**src/rtl/spi_pkg.sv**
```systemverilog
////////////////////
// serial byte width and assembler phase
// phase order is fixed: red, green, blue
////////////////////

package spi_pkg;

    // bits per spi byte, msb first on the wire
    localparam int SPI_BYTE_W = 8;

    // bytes that make one pixel
    localparam int BYTES_PER_PIXEL = 3;

    // which colour the next byte carries
    typedef enum logic [$clog2(BYTES_PER_PIXEL)-1:0] {
        PH_RED,
        PH_GREEN,
        PH_BLUE
    } byte_phase_e;

endpackage

```
**src/rtl/video_pkg.sv**
```systemverilog
////////////////////
// raster defaults and the pixel type
// defaults give 320x240 active inside a 400x512 total
// counters are COUNT_W wide, so totals stay below 1024
////////////////////

package video_pkg;

    // red high byte, then green, then blue
    typedef struct packed {
        logic [7:0] r;
        logic [7:0] g;
        logic [7:0] b;
    } rgb_t;

    // horizontal raster, in pixel periods
    localparam int H_TOTAL_DEF  = 400;
    localparam int H_ACTIVE_DEF = 320;
    localparam int H_BPORCH_DEF = 10;

    // vertical raster, in lines
    localparam int V_TOTAL_DEF  = 512;
    localparam int V_ACTIVE_DEF = 240;
    localparam int V_BPORCH_DEF = 10;

    // clk_74a cycles per pixel
    localparam int PIXEL_DIV_DEF = 6;

    // hs column, a few pixels after vs
    localparam int HS_OFFSET = 3;

    localparam int COUNT_W = 10;

endpackage

```
**src/rtl/pixel_assembler.sv**
```systemverilog
////////////////////
// packs red, green, blue bytes into one pixel
// no resync, phase only returns to red after blue
////////////////////

`timescale 1ns/1ps

module pixel_assembler (
    input  logic                           i_clk_74a,
    input  logic                           i_reset_n,
    input  logic [spi_pkg::SPI_BYTE_W-1:0] i_byte,
    input  logic                           i_byte_valid,
    output video_pkg::rgb_t                o_pixel
);

    spi_pkg::byte_phase_e phase_q;

    // staging for the first two colours
    logic [spi_pkg::SPI_BYTE_W-1:0] red_q;
    logic [spi_pkg::SPI_BYTE_W-1:0] green_q;

    ////////////////////
    // phase and commit
    ////////////////////

    always_ff @(posedge i_clk_74a or negedge i_reset_n) begin
        if (!i_reset_n) begin
            phase_q <= spi_pkg::PH_RED;
            o_pixel <= '0;
        end else if (i_byte_valid) begin
            case (phase_q)
                spi_pkg::PH_RED: begin
                    phase_q <= spi_pkg::PH_GREEN;
                end
                spi_pkg::PH_GREEN: begin
                    phase_q <= spi_pkg::PH_BLUE;
                end
                spi_pkg::PH_BLUE: begin
                    // whole pixel at once, no half-updated colour
                    o_pixel.r <= red_q;
                    o_pixel.g <= green_q;
                    o_pixel.b <= i_byte;
                    phase_q   <= spi_pkg::PH_RED;
                end
                default: begin
                    phase_q <= spi_pkg::PH_RED;
                end
            endcase
        end
    end

    // staging capture
    always_ff @(posedge i_clk_74a) begin
        if (i_byte_valid && phase_q == spi_pkg::PH_RED) begin
            red_q <= i_byte;
        end
        if (i_byte_valid && phase_q == spi_pkg::PH_GREEN) begin
            green_q <= i_byte;
        end
    end

    a_phase_legal : assert property (
        @(posedge i_clk_74a) disable iff (!i_reset_n)
        phase_q inside {spi_pkg::PH_RED, spi_pkg::PH_GREEN, spi_pkg::PH_BLUE}
    );

endmodule

```
**src/rtl/spi_byte_receiver.sv**
```systemverilog
////////////////////
// spi mode 0 byte receiver, receive only
// pins are asynchronous, each sck phase needs >= 4 clk_74a cycles
// byte_valid comes 3 clk_74a cycles after the 8th rising sck
// cs_n high drops any partial byte
////////////////////

`timescale 1ns/1ps

module spi_byte_receiver (
    input  logic                          i_clk_74a,
    input  logic                          i_reset_n,
    input  logic                          i_spi_sck,
    input  logic                          i_spi_mosi,
    input  logic                          i_spi_cs_n,
    output logic [spi_pkg::SPI_BYTE_W-1:0] o_byte,
    output logic                          o_byte_valid
);

    localparam int CNT_W = $clog2(spi_pkg::SPI_BYTE_W);
    localparam logic [CNT_W-1:0] LAST_BIT = CNT_W'(spi_pkg::SPI_BYTE_W - 1);

    ////////////////////
    // synchronizers
    ////////////////////

    logic sck_meta;
    logic sck_sync;
    logic sck_prev;
    logic mosi_meta;
    logic mosi_sync;
    logic cs_n_meta;
    logic cs_n_sync;
    logic sck_rise;

    always_ff @(posedge i_clk_74a or negedge i_reset_n) begin
        if (!i_reset_n) begin
            sck_meta  <= 1'b0;
            sck_sync  <= 1'b0;
            sck_prev  <= 1'b0;
            mosi_meta <= 1'b0;
            mosi_sync <= 1'b0;
            // idle as deselected
            cs_n_meta <= 1'b1;
            cs_n_sync <= 1'b1;
        end else begin
            sck_meta  <= i_spi_sck;
            sck_sync  <= sck_meta;
            // third stage, only for edge detect
            sck_prev  <= sck_sync;
            mosi_meta <= i_spi_mosi;
            mosi_sync <= mosi_meta;
            cs_n_meta <= i_spi_cs_n;
            cs_n_sync <= cs_n_meta;
        end
    end

    // mosi_sync lines up with sck_sync, so sample it here
    assign sck_rise = sck_sync & ~sck_prev;

    ////////////////////
    // bit counter
    ////////////////////

    logic [CNT_W-1:0]               bit_cnt_q;
    logic [spi_pkg::SPI_BYTE_W-1:0] shift_q;

    always_ff @(posedge i_clk_74a or negedge i_reset_n) begin
        if (!i_reset_n) begin
            bit_cnt_q    <= '0;
            o_byte_valid <= 1'b0;
        end else begin
            o_byte_valid <= 1'b0;
            if (cs_n_sync) begin
                // deselected, restart at bit 0
                bit_cnt_q <= '0;
            end else if (sck_rise) begin
                // counter wraps to 0 after the last bit
                bit_cnt_q <= bit_cnt_q + 1'b1;
                if (bit_cnt_q == LAST_BIT) begin
                    o_byte_valid <= 1'b1;
                end
            end
        end
    end

    // shift in msb first
    always_ff @(posedge i_clk_74a) begin
        if (sck_rise && !cs_n_sync) begin
            shift_q <= {shift_q[spi_pkg::SPI_BYTE_W-2:0], mosi_sync};
        end
    end

    // shift_q holds the full byte until the next sck edge, >= 8 cycles later
    assign o_byte = shift_q;

    // strobe, never a level
    a_valid_single : assert property (
        @(posedge i_clk_74a) disable iff (!i_reset_n)
        o_byte_valid |=> !o_byte_valid
    );

endmodule

```
**src/rtl/spi_video_top.sv**
```systemverilog
////////////////////
// spi rgb stream to video, all on clk_74a
// a pixel shows at the next de period after its blue byte
// spi pins are asynchronous, mode 0
////////////////////

`timescale 1ns/1ps

module spi_video_top #(
    parameter int H_TOTAL   = video_pkg::H_TOTAL_DEF,
    parameter int H_ACTIVE  = video_pkg::H_ACTIVE_DEF,
    parameter int H_BPORCH  = video_pkg::H_BPORCH_DEF,
    parameter int V_TOTAL   = video_pkg::V_TOTAL_DEF,
    parameter int V_ACTIVE  = video_pkg::V_ACTIVE_DEF,
    parameter int V_BPORCH  = video_pkg::V_BPORCH_DEF,
    parameter int PIXEL_DIV = video_pkg::PIXEL_DIV_DEF
) (
    input  logic            i_clk_74a,
    input  logic            i_reset_n,
    input  logic            i_spi_sck,
    input  logic            i_spi_mosi,
    input  logic            i_spi_cs_n,
    output video_pkg::rgb_t o_video_rgb,
    output logic            o_video_de,
    output logic            o_video_vs,
    output logic            o_video_hs,
    output logic            o_pixel_ce
);

    // receiver to assembler
    logic [spi_pkg::SPI_BYTE_W-1:0] spi_byte;
    logic                           spi_byte_valid;

    // assembler to timing, last complete pixel
    video_pkg::rgb_t pixel;

    spi_byte_receiver u_rx (
        .i_clk_74a    (i_clk_74a),
        .i_reset_n    (i_reset_n),
        .i_spi_sck    (i_spi_sck),
        .i_spi_mosi   (i_spi_mosi),
        .i_spi_cs_n   (i_spi_cs_n),
        .o_byte       (spi_byte),
        .o_byte_valid (spi_byte_valid)
    );

    pixel_assembler u_asm (
        .i_clk_74a    (i_clk_74a),
        .i_reset_n    (i_reset_n),
        .i_byte       (spi_byte),
        .i_byte_valid (spi_byte_valid),
        .o_pixel      (pixel)
    );

    video_timing #(
        .H_TOTAL   (H_TOTAL),
        .H_ACTIVE  (H_ACTIVE),
        .H_BPORCH  (H_BPORCH),
        .V_TOTAL   (V_TOTAL),
        .V_ACTIVE  (V_ACTIVE),
        .V_BPORCH  (V_BPORCH),
        .PIXEL_DIV (PIXEL_DIV)
    ) u_timing (
        .i_clk_74a   (i_clk_74a),
        .i_reset_n   (i_reset_n),
        .i_pixel     (pixel),
        .o_video_rgb (o_video_rgb),
        .o_video_de  (o_video_de),
        .o_video_vs  (o_video_vs),
        .o_video_hs  (o_video_hs),
        .o_pixel_ce  (o_pixel_ce)
    );

endmodule

```
**src/rtl/video_timing.sv**
```systemverilog
////////////////////
// raster timing on clk_74a with a pixel strobe
// outputs change the cycle after o_pixel_ce and hold for PIXEL_DIV cycles
// vs at x=0 y=0, hs at x=HS_OFFSET, black outside the active window
////////////////////

`timescale 1ns/1ps

module video_timing #(
    parameter int H_TOTAL   = video_pkg::H_TOTAL_DEF,
    parameter int H_ACTIVE  = video_pkg::H_ACTIVE_DEF,
    parameter int H_BPORCH  = video_pkg::H_BPORCH_DEF,
    parameter int V_TOTAL   = video_pkg::V_TOTAL_DEF,
    parameter int V_ACTIVE  = video_pkg::V_ACTIVE_DEF,
    parameter int V_BPORCH  = video_pkg::V_BPORCH_DEF,
    parameter int PIXEL_DIV = video_pkg::PIXEL_DIV_DEF
) (
    input  logic            i_clk_74a,
    input  logic            i_reset_n,
    input  video_pkg::rgb_t i_pixel,
    output video_pkg::rgb_t o_video_rgb,
    output logic            o_video_de,
    output logic            o_video_vs,
    output logic            o_video_hs,
    output logic            o_pixel_ce
);

    localparam int CW    = video_pkg::COUNT_W;
    localparam int DIV_W = (PIXEL_DIV > 1) ? $clog2(PIXEL_DIV) : 1;

    localparam logic [DIV_W-1:0] DIV_LAST = DIV_W'(PIXEL_DIV - 1);
    localparam logic [CW-1:0]    X_LAST   = CW'(H_TOTAL - 1);
    localparam logic [CW-1:0]    Y_LAST   = CW'(V_TOTAL - 1);
    localparam logic [CW-1:0]    X_START  = CW'(H_BPORCH);
    localparam logic [CW-1:0]    X_END    = CW'(H_BPORCH + H_ACTIVE);
    localparam logic [CW-1:0]    Y_START  = CW'(V_BPORCH);
    localparam logic [CW-1:0]    Y_END    = CW'(V_BPORCH + V_ACTIVE);
    localparam logic [CW-1:0]    HS_COL   = CW'(video_pkg::HS_OFFSET);

    ////////////////////
    // pixel strobe
    ////////////////////

    logic [DIV_W-1:0] div_q;

    always_ff @(posedge i_clk_74a or negedge i_reset_n) begin
        if (!i_reset_n) begin
            div_q      <= '0;
            o_pixel_ce <= 1'b0;
        end else if (div_q == DIV_LAST) begin
            div_q      <= '0;
            o_pixel_ce <= 1'b1;
        end else begin
            div_q      <= div_q + 1'b1;
            o_pixel_ce <= 1'b0;
        end
    end

    ////////////////////
    // counters and decode
    ////////////////////

    logic [CW-1:0] x_q;
    logic [CW-1:0] y_q;
    logic          in_window;

    // active window for the current position
    assign in_window = (x_q >= X_START) && (x_q < X_END) &&
                       (y_q >= Y_START) && (y_q < Y_END);

    always_ff @(posedge i_clk_74a or negedge i_reset_n) begin
        if (!i_reset_n) begin
            x_q         <= '0;
            y_q         <= '0;
            o_video_de  <= 1'b0;
            o_video_vs  <= 1'b0;
            o_video_hs  <= 1'b0;
            o_video_rgb <= '0;
        end else if (o_pixel_ce) begin
            // advance, wrap at the totals
            if (x_q == X_LAST) begin
                x_q <= '0;
                y_q <= (y_q == Y_LAST) ? '0 : y_q + 1'b1;
            end else begin
                x_q <= x_q + 1'b1;
            end
            // outputs follow the position before the advance
            o_video_vs  <= (x_q == '0) && (y_q == '0);
            o_video_hs  <= (x_q == HS_COL);
            o_video_de  <= in_window;
            // black outside the window
            o_video_rgb <= in_window ? i_pixel : '0;
        end
    end

    ////////////////////
    // checks
    ////////////////////

    initial begin
        a_h_fits : assert (H_BPORCH + H_ACTIVE <= H_TOTAL);
        a_v_fits : assert (V_BPORCH + V_ACTIVE <= V_TOTAL);
        a_hs_col : assert (video_pkg::HS_OFFSET < H_TOTAL);
    end

    // vs sits in the back porch, never on an active pixel
    a_de_vs_excl : assert property (
        @(posedge i_clk_74a) disable iff (!i_reset_n)
        !(o_video_de && o_video_vs)
    );

endmodule

```
**config.mk**
```make
export PLATFORM = sky130hd
export DESIGN_NAME = spi_video_top
export DESIGN_NICKNAME = d
export VERILOG_FILES = /design/src/rtl/spi_pkg.sv /design/src/rtl/video_pkg.sv /design/src/rtl/pixel_assembler.sv /design/src/rtl/spi_byte_receiver.sv /design/src/rtl/spi_video_top.sv /design/src/rtl/video_timing.sv
export SDC_FILE = /design/constraint.sdc
export NUM_CORES = 1
export LEC_CHECK = 0
export BUFFER_PORTS_ARGS = -buffer_cell sky130_fd_sc_hd__clkbuf_2
export CAP_MARGIN = 30
export CORE_ASPECT_RATIO = 0.75
export CORE_UTILIZATION = 55
export DETAILED_ROUTE_END_ITERATION = 16
export PLACE_DENSITY_LB_ADDON = 0.3
export SETUP_SLACK_MARGIN = 0.2
export SYNTH_ARGS = -nofsm -noshare
export SYNTH_HDL_FRONTEND = slang
export SYNTH_SLANG_ARGS = --single-unit
```
**constraint.sdc**
```tcl
create_clock -name i_clk_74a -period 2.9 [get_ports i_clk_74a]
set_clock_uncertainty 0.1 [all_clocks]
set_input_delay 0.435 -clock i_clk_74a [delete_from_list [all_inputs] [get_ports i_clk_74a]]
set_output_delay 0.435 -clock i_clk_74a [all_outputs]
set_load 0.03 [all_outputs]
```
==> impl_metrics.env, run 1 <==
export IMPL_h_tree_depth=3
export IMPL_hold_path_class="input pin to async pin"
export IMPL_holdBufCountCts=0
export IMPL_required_ns=3.06
export IMPL_drc=0
export IMPL_root_buffer="clkbuf_8"
export IMPL_grtUsageTotal=0.191
export IMPL_synthTopCellsByArea="dfrtp_1, edfxtp_1, mux2_2"
export IMPL_layout_nets=344
export IMPL_timing_rr_end="u_timing.y_q[0]"
export IMPL_fmax_mhz=449
export IMPL_cts_tree="built"
export IMPL_power_mw=2.50
export IMPL_portBuffers=32
export IMPL_yosysMostFrequentCell="dfrtp_1"
export IMPL_die_y_um=78.8
export IMPL_cts_buffer_depth=2
export IMPL_critPathLaunch="u_timing.y_q[1]"
export IMPL_grt_max_degree=51
export IMPL_grt_busiest_layer="met1"
export IMPL_cpMaxStageDelayCell="nor4b_1"
export IMPL_setup_viol=0
export IMPL_ys_seq_area_frac=0.676
export IMPL_hold_violations=26
export IMPL_clock_latency_ns=0.36
export IMPL_place_area_um2=4590
export IMPL_antenna_found_initial=0
export IMPL_drv_slew=0
export IMPL_worst_setup_path_type="register to register"
export IMPL_p_leak_nw=2.30
export IMPL_violations="negative hold slack"
export IMPL_gr_usage_met2=0.274
export IMPL_cp_num_cells=5
export IMPL_ff2ff_setup_slack_ns=0.67
export IMPL_seq_area_um2=2930
export IMPL_dr_total_vias=2425
export IMPL_antenna_cells=0
export IMPL_min_period_over_period=0.768
export IMPL_numCtsBuffers=9
export IMPL_synth_top_area_share=0.497
export IMPL_gp_congestion=0.778
export IMPL_synth_edf_count=24
export IMPL_r2r_start="u_timing.y_q[1]"
export IMPL_overflow=0
export IMPL_ctsResizeCount=0
export IMPL_cp_num_buf_inv=0
export IMPL_async_reset_ff_frac=0.786
export IMPL_cp_end_kind="register"
export IMPL_met1_usage=0.283
export IMPL_synth_seq_cells=112
export IMPL_critPathTopFamily="simple AND/OR/NAND/NOR gates"
export IMPL_synthCells=295
export IMPL_power_density_nw_per_um2=523
export IMPL_place_hpwl_um=4760
export IMPL_ys_flop_type="dfrtp_1"
export IMPL_start_util=0.580
export IMPL_final_cell_area_um2=4770
export IMPL_fill_cells=555
export IMPL_grt_pass1_vias=2345
export IMPL_wl_per_cell_um=16.2
export IMPL_yosysUniqueCellTypes=47
export IMPL_clk_pin_slew_ns=0.10
export IMPL_hold_ws_ns=-0.00591
export IMPL_drtPass1Iterations=4
export IMPL_area_delta_synth_final_pct=10.3
export IMPL_cp_arrival_ns=2.38
export IMPL_die_area_um2=8230
export IMPL_max_cap_violations=0
export IMPL_peakVddDrop_v=0.000339
export IMPL_std_cell_rows=27
export IMPL_synth_net_count=307
export IMPL_fin_crit_ns=2.23
export IMPL_reg2reg_depth=5
export IMPL_yosysTopAreaCell="dfrtp_1"
export IMPL_ios=33
export IMPL_endpoint="u_timing.y_q[0]"
export IMPL_yosysWarnings=0
export IMPL_die_w_um=104
export IMPL_critical_path_max_stage_delay_ns=0.76
export IMPL_layout_drive_gt1_share=0.264
export IMPL_viasPerCell=5.54
export IMPL_synth_common_cells="dfrtp_1, a22o_1, mux2_2"
export IMPL_multi_input_area_um2=1300
export IMPL_grt_util_met3=0.0435
export IMPL_grt_first_pass_wirelength_um=11800
export IMPL_cts_setup_buffers=0
export IMPL_postRouteAntennaNets=0
export IMPL_path_cells="ha_1 > nand3_1 > nor4b_1 > nor2_1 > mux2_2"
export IMPL_cts_sinks=112
export IMPL_routed_wl_um=7090
export IMPL_avgSynthCellArea_um2=14.7
export IMPL_slew_headroom=0.365
export IMPL_drtIter0Drc=93
export IMPL_rsz0062_at_grt="false"
export IMPL_run_status="complete, but fails checks"
export IMPL_path_max_fanout=7
export IMPL_max_slew_worst_pin_slew_ns=0.951
export IMPL_fin_setup_tns_ns=0
export IMPL_startpoint_type="register"
export IMPL_coreArea_um2=7470
export IMPL_synth_area_um2=4330
-- final cells by class --
type | count | area share
Tap cell | 101 | 0.0265
Timing Repair Buffer | 37 | 0.0446
Clock buffer | 10 | 0.0288
Sequential cell | 112 | 0.613
Inverter | 8 | 0.00629
Multi-Input combinational cell | 164 | 0.272
Clock inverter | 6 | 0.00891
-- through the flow --
step	worst slack, ns	cells	hold slack [ns]	utilization
floorplan	0.917	295	0.0394	-
global placement	0.830	422	0.232	0.615
detailed placement	0.704	422	0.236	0.615
CTS	0.698	438	0.00510	0.639
global route	0.530	438	0.0259	0.639
finish	0.673	438	-0.00591	0.639
-- worst reg2reg max path, cell delays in order (launching register included) --
cell	delay [ns]
dfrtp_1	0.45
ha_1	0.20
nand3_1	0.13
nor4b_1	0.76
nor2_1	0.18
mux2_2	0.31
-- layer usage --
layer  vias up  part of all wire
met5         -                 0
met4         0             0.015
met3         9             0.030
met2        44              0.43
met1      1218              0.53
li1       1154                 -
-- where the power goes --
part           internal, mW  total [mW]  switching, mW
logic               0.00798      0.0359         0.0279
clock network         0.340       0.841          0.501
registers              1.62        1.62        0.00610
-- worst min-delay path by stage --
stage / depth (start not counted) / end / from / slack, ns
finish: 1 / u_timing.o_video_rgb[18] / i_reset_n / -0.006
global route: 1 / u_timing.o_video_rgb[7] / i_reset_n / 0.03
CTS: 1 / u_timing.o_video_rgb[7] / i_reset_n / 0.005
detailed placement: 0 / u_rx.sck_sync / u_rx.sck_meta / 0.24
global placement: 0 / u_rx.mosi_sync / u_rx.mosi_meta / 0.23
floorplan: 0 / u_asm.o_pixel[0] / i_reset_n / 0.04
-- placed cells by master (no fill, tap or decap), drive strengths merged, types with 4 or more instances in the layout --
cell type,n
edfxtp,24
buf,6
nor3,9
nand3,6
or3,4
xnor2,4
inv,10
nor4,5
clkinv,4
nand2,12
xor2,6
mux2,26
dfrtp,86
clkbuf,41
ha,7
nand4,5
a21o,4
a22o,26
o21ai,8
nor2,13
-- flip-flops by register name, indices dropped and copies added (netlist names), 2 cells and up --
| register | cells |
|---|---|
| u_asm.o_pixel | 24 |
| u_asm.phase_q | 2 |
| u_timing.y_q | 10 |
| u_asm.green_q | 8 |
| u_asm.red_q | 8 |
| u_rx.o_byte | 8 |
| u_timing.o_video_rgb | 24 |
| u_timing.div_q | 3 |
| u_rx.bit_cnt_q | 3 |
| u_timing.x_q | 10 |
-- kinds of logic (layout without fill, tap and decap cells) --
group	count (synthesis)	count (layout)	synth area share
AND/OR/NAND/NOR	69	69	0.0977
flip-flops	112	112	0.676
multiplexers	29	29	0.0746
buffers and inverters	19	61	0.0237
XOR/XNOR	10	10	0.0202
adder cells (fa/ha/maj)	7	7	0.0202
AO/OA/AOI/OAI	49	49	0.0873
(Power assumes the default switching activity.)
==> run 2, diff against run 1 <==
Clock period 2.9 ns to 2.2 ns, I/O delays scaled along.
==> run 2 against run 1 <==
Compared with the run above: the run now ends clean; fmax grew 11%; clock power grew 53%; hold slack gained 0.27 ns; die area is the same.
==> impl_metrics.env, run 2 (synthesis gave the netlist of run 1 again) <==
export IMPL_run_status="finished, final reports clean"
export IMPL_clock_latency_ns=0.36
export IMPL_grt_first_pass_wirelength_um=11900
export IMPL_cts_sinks=112
export IMPL_coreArea_um2=7470
export IMPL_min_period_over_period=0.915
export IMPL_max_slew_worst_pin_slew_ns=0.526
export IMPL_cp_end_kind="register"
export IMPL_start_util=0.580
export IMPL_final_cell_area_um2=5000
export IMPL_ios=33
export IMPL_overflow=0
export IMPL_numCtsBuffers=9
export IMPL_viasPerCell=5.56
export IMPL_top_regs="u_asm.o_pixel (24), u_timing.o_video_rgb (24)"
export IMPL_postRouteAntennaNets=0
export IMPL_routed_wl_um=7180
export IMPL_hold_ws_ns=0.261
export IMPL_power_mw=3.49
export IMPL_die_w_um=104
export IMPL_setup_viol=0
export IMPL_wl_per_cell_um=15.8
export IMPL_multi_input_area_um2=1330
export IMPL_power_frac_comb=0.016
export IMPL_final_cell_mix="dfrtp_1, clkbuf_2, a22o_1, mux2_2, edfxtp_1"
export IMPL_cts_buffer_depth=2
export IMPL_fin_crit_ns=2.01
export IMPL_slew_headroom=0.648
export IMPL_dp_slack_ns=0.126
export IMPL_hold_violations=0
export IMPL_std_cell_rows=27
export IMPL_drc=0
export IMPL_power_frac_seq=0.613
export IMPL_reg2reg_depth=4
export IMPL_rsz0062_at_grt="true"
export IMPL_place_area_um2=4670
export IMPL_sw_frac_of_total=0.210
export IMPL_die_area_um2=8230
export IMPL_cp_arrival_ns=2.22
export IMPL_worst_setup_path_type="register to register"
export IMPL_fmax_mhz=497
export IMPL_portBuffers=32
export IMPL_gp_congestion=0.839
export IMPL_cts_tree="built"
export IMPL_dr_total_vias=2526
export IMPL_die_y_um=78.8
export IMPL_hold_path_class="register to register"
export IMPL_max_cap_violations=0
export IMPL_setup_slack_ns=0.188
export IMPL_timing_rr_end="u_timing.y_q[3]"
export IMPL_internal_power_mw=2.75
export IMPL_path_max_fanout=6
export IMPL_area_delta_synth_final_pct=15.5
export IMPL_critPathLaunch="u_timing.x_q[5]"
export IMPL_startpoint_type="register"
export IMPL_ff2ff_setup_slack_ns=0.19
export IMPL_grt_pass1_vias=2471
export IMPL_final_common_cell="dfrtp_1"
export IMPL_antenna_found_initial=0
export IMPL_r2r_start="u_timing.x_q[5]"
export IMPL_drtIter0Drc=130
export IMPL_grtUsageTotal=0.192
export IMPL_place_hpwl_um=4850
export IMPL_cpMaxStageDelayCell="or4_4"
export IMPL_grt_max_degree=38
export IMPL_drv_slew=0
export IMPL_critical_path_max_stage_delay_ns=0.57
export IMPL_net_switching_power_mw=0.731
export IMPL_layout_nets=360
export IMPL_fill_cells=539
export IMPL_required_ns=2.41
export IMPL_clk_pin_slew_ns=0.10
export IMPL_path_cells="or4_4 > or3_4 > nor4_2 > a211o_1"
export IMPL_power_frac_clock=0.371
export IMPL_root_buffer="clkbuf_8"
export IMPL_antenna_cells=0
export IMPL_p_leak_nw=2.40
export IMPL_seq_area_um2=2930
export IMPL_h_tree_depth=3
export IMPL_power_density_nw_per_um2=698
export IMPL_peakVddDrop_v=0.000479
export IMPL_hp_start="u_rx.cs_n_meta"
export IMPL_drtPass1Iterations=5
export IMPL_layout_drive_gt1_share=0.297
export IMPL_endpoint="u_timing.y_q[3]"
export IMPL_fin_setup_tns_ns=0
-- run 2: changes by cell type in the layout (fill, tap and decap cells not counted), sizes merged --
cell	before	now
clkinv	4	2
dlygate4sd3	0	4
clkinvlp	0	1
bufinv	0	1
buf	6	18
-- run 2: worst max-delay path: cells and delay by family (launching register included) --
family / cells / cell delay [ns]
AO/OA/AOI/OAI: 1 / 0.12
flip-flops: 1 / 0.46
AND/OR/NAND/NOR: 3 / 1.27
-- run 2: area by class of cell --
| class | instances | share of cell area |
|---|---|---|
| flip-flops and latches | 112 | 0.586 |
| multi-input cells | 164 | 0.265 |
| repair buffers | 53 | 0.0736 |
| clock buffers | 10 | 0.0298 |
| well taps | 101 | 0.0253 |
| clock inverters | 6 | 0.0145 |
| inverters | 8 | 0.00601 |
-- run 2: worst min-delay path by stage --
stage               slack (ns)                       end  depth (start not counted)
floorplan                -0.07          u_asm.o_pixel[0]                          0
global placement          0.20  u_timing.o_video_rgb[23]                          1
detailed placement        0.21  u_timing.o_video_rgb[23]                          1
CTS                       0.26            u_rx.mosi_sync                          0
global route              0.27            u_rx.cs_n_sync                          0
finish                    0.26            u_rx.cs_n_sync                          0
-- run 2: power by group through the flow --
stage / Sequential [mW] / Clock [mW] / Combinational (mW)
floorplan: 2.18 / 0 / 0.00826
global placement: 2.18 / 0 / 0.0524
detailed placement: 2.18 / 0 / 0.0540
CTS: 2.14 / 1.33 / 0.0596
global route: 2.14 / 1.41 / 0.0659
finish: 2.14 / 1.29 / 0.0563
-- run 2: layer usage --
layer	part of all wire	global-route usage	wire (µm)	up-vias
met5	0	0	0	-
met2	0.44	0.285	3140	73
met4	0.016	0.0829	117	0
li1	-	-	-	1184
met3	0.055	0.0460	393	10
met1	0.49	0.272	3520	1259
-- run 2: what timing repair did --
action	in CTS	in global routing
endpoints found under the setup margin	30	26
buffers inserted	3	2
resized for setup	3	2
hold endpoints to repair	31	0
pin swaps	2	1
hold buffers	4	0
-- run 2: per-stage QoR --
stage | util | cells
6_report | 0.669 | 454
5_1_grt | 0.669 | 454
4_1_cts | 0.665 | 452
3_5_place_dp | 0.626 | 429
3_3_place_gp | 0.626 | 429
2_1_floorplan | - | 295
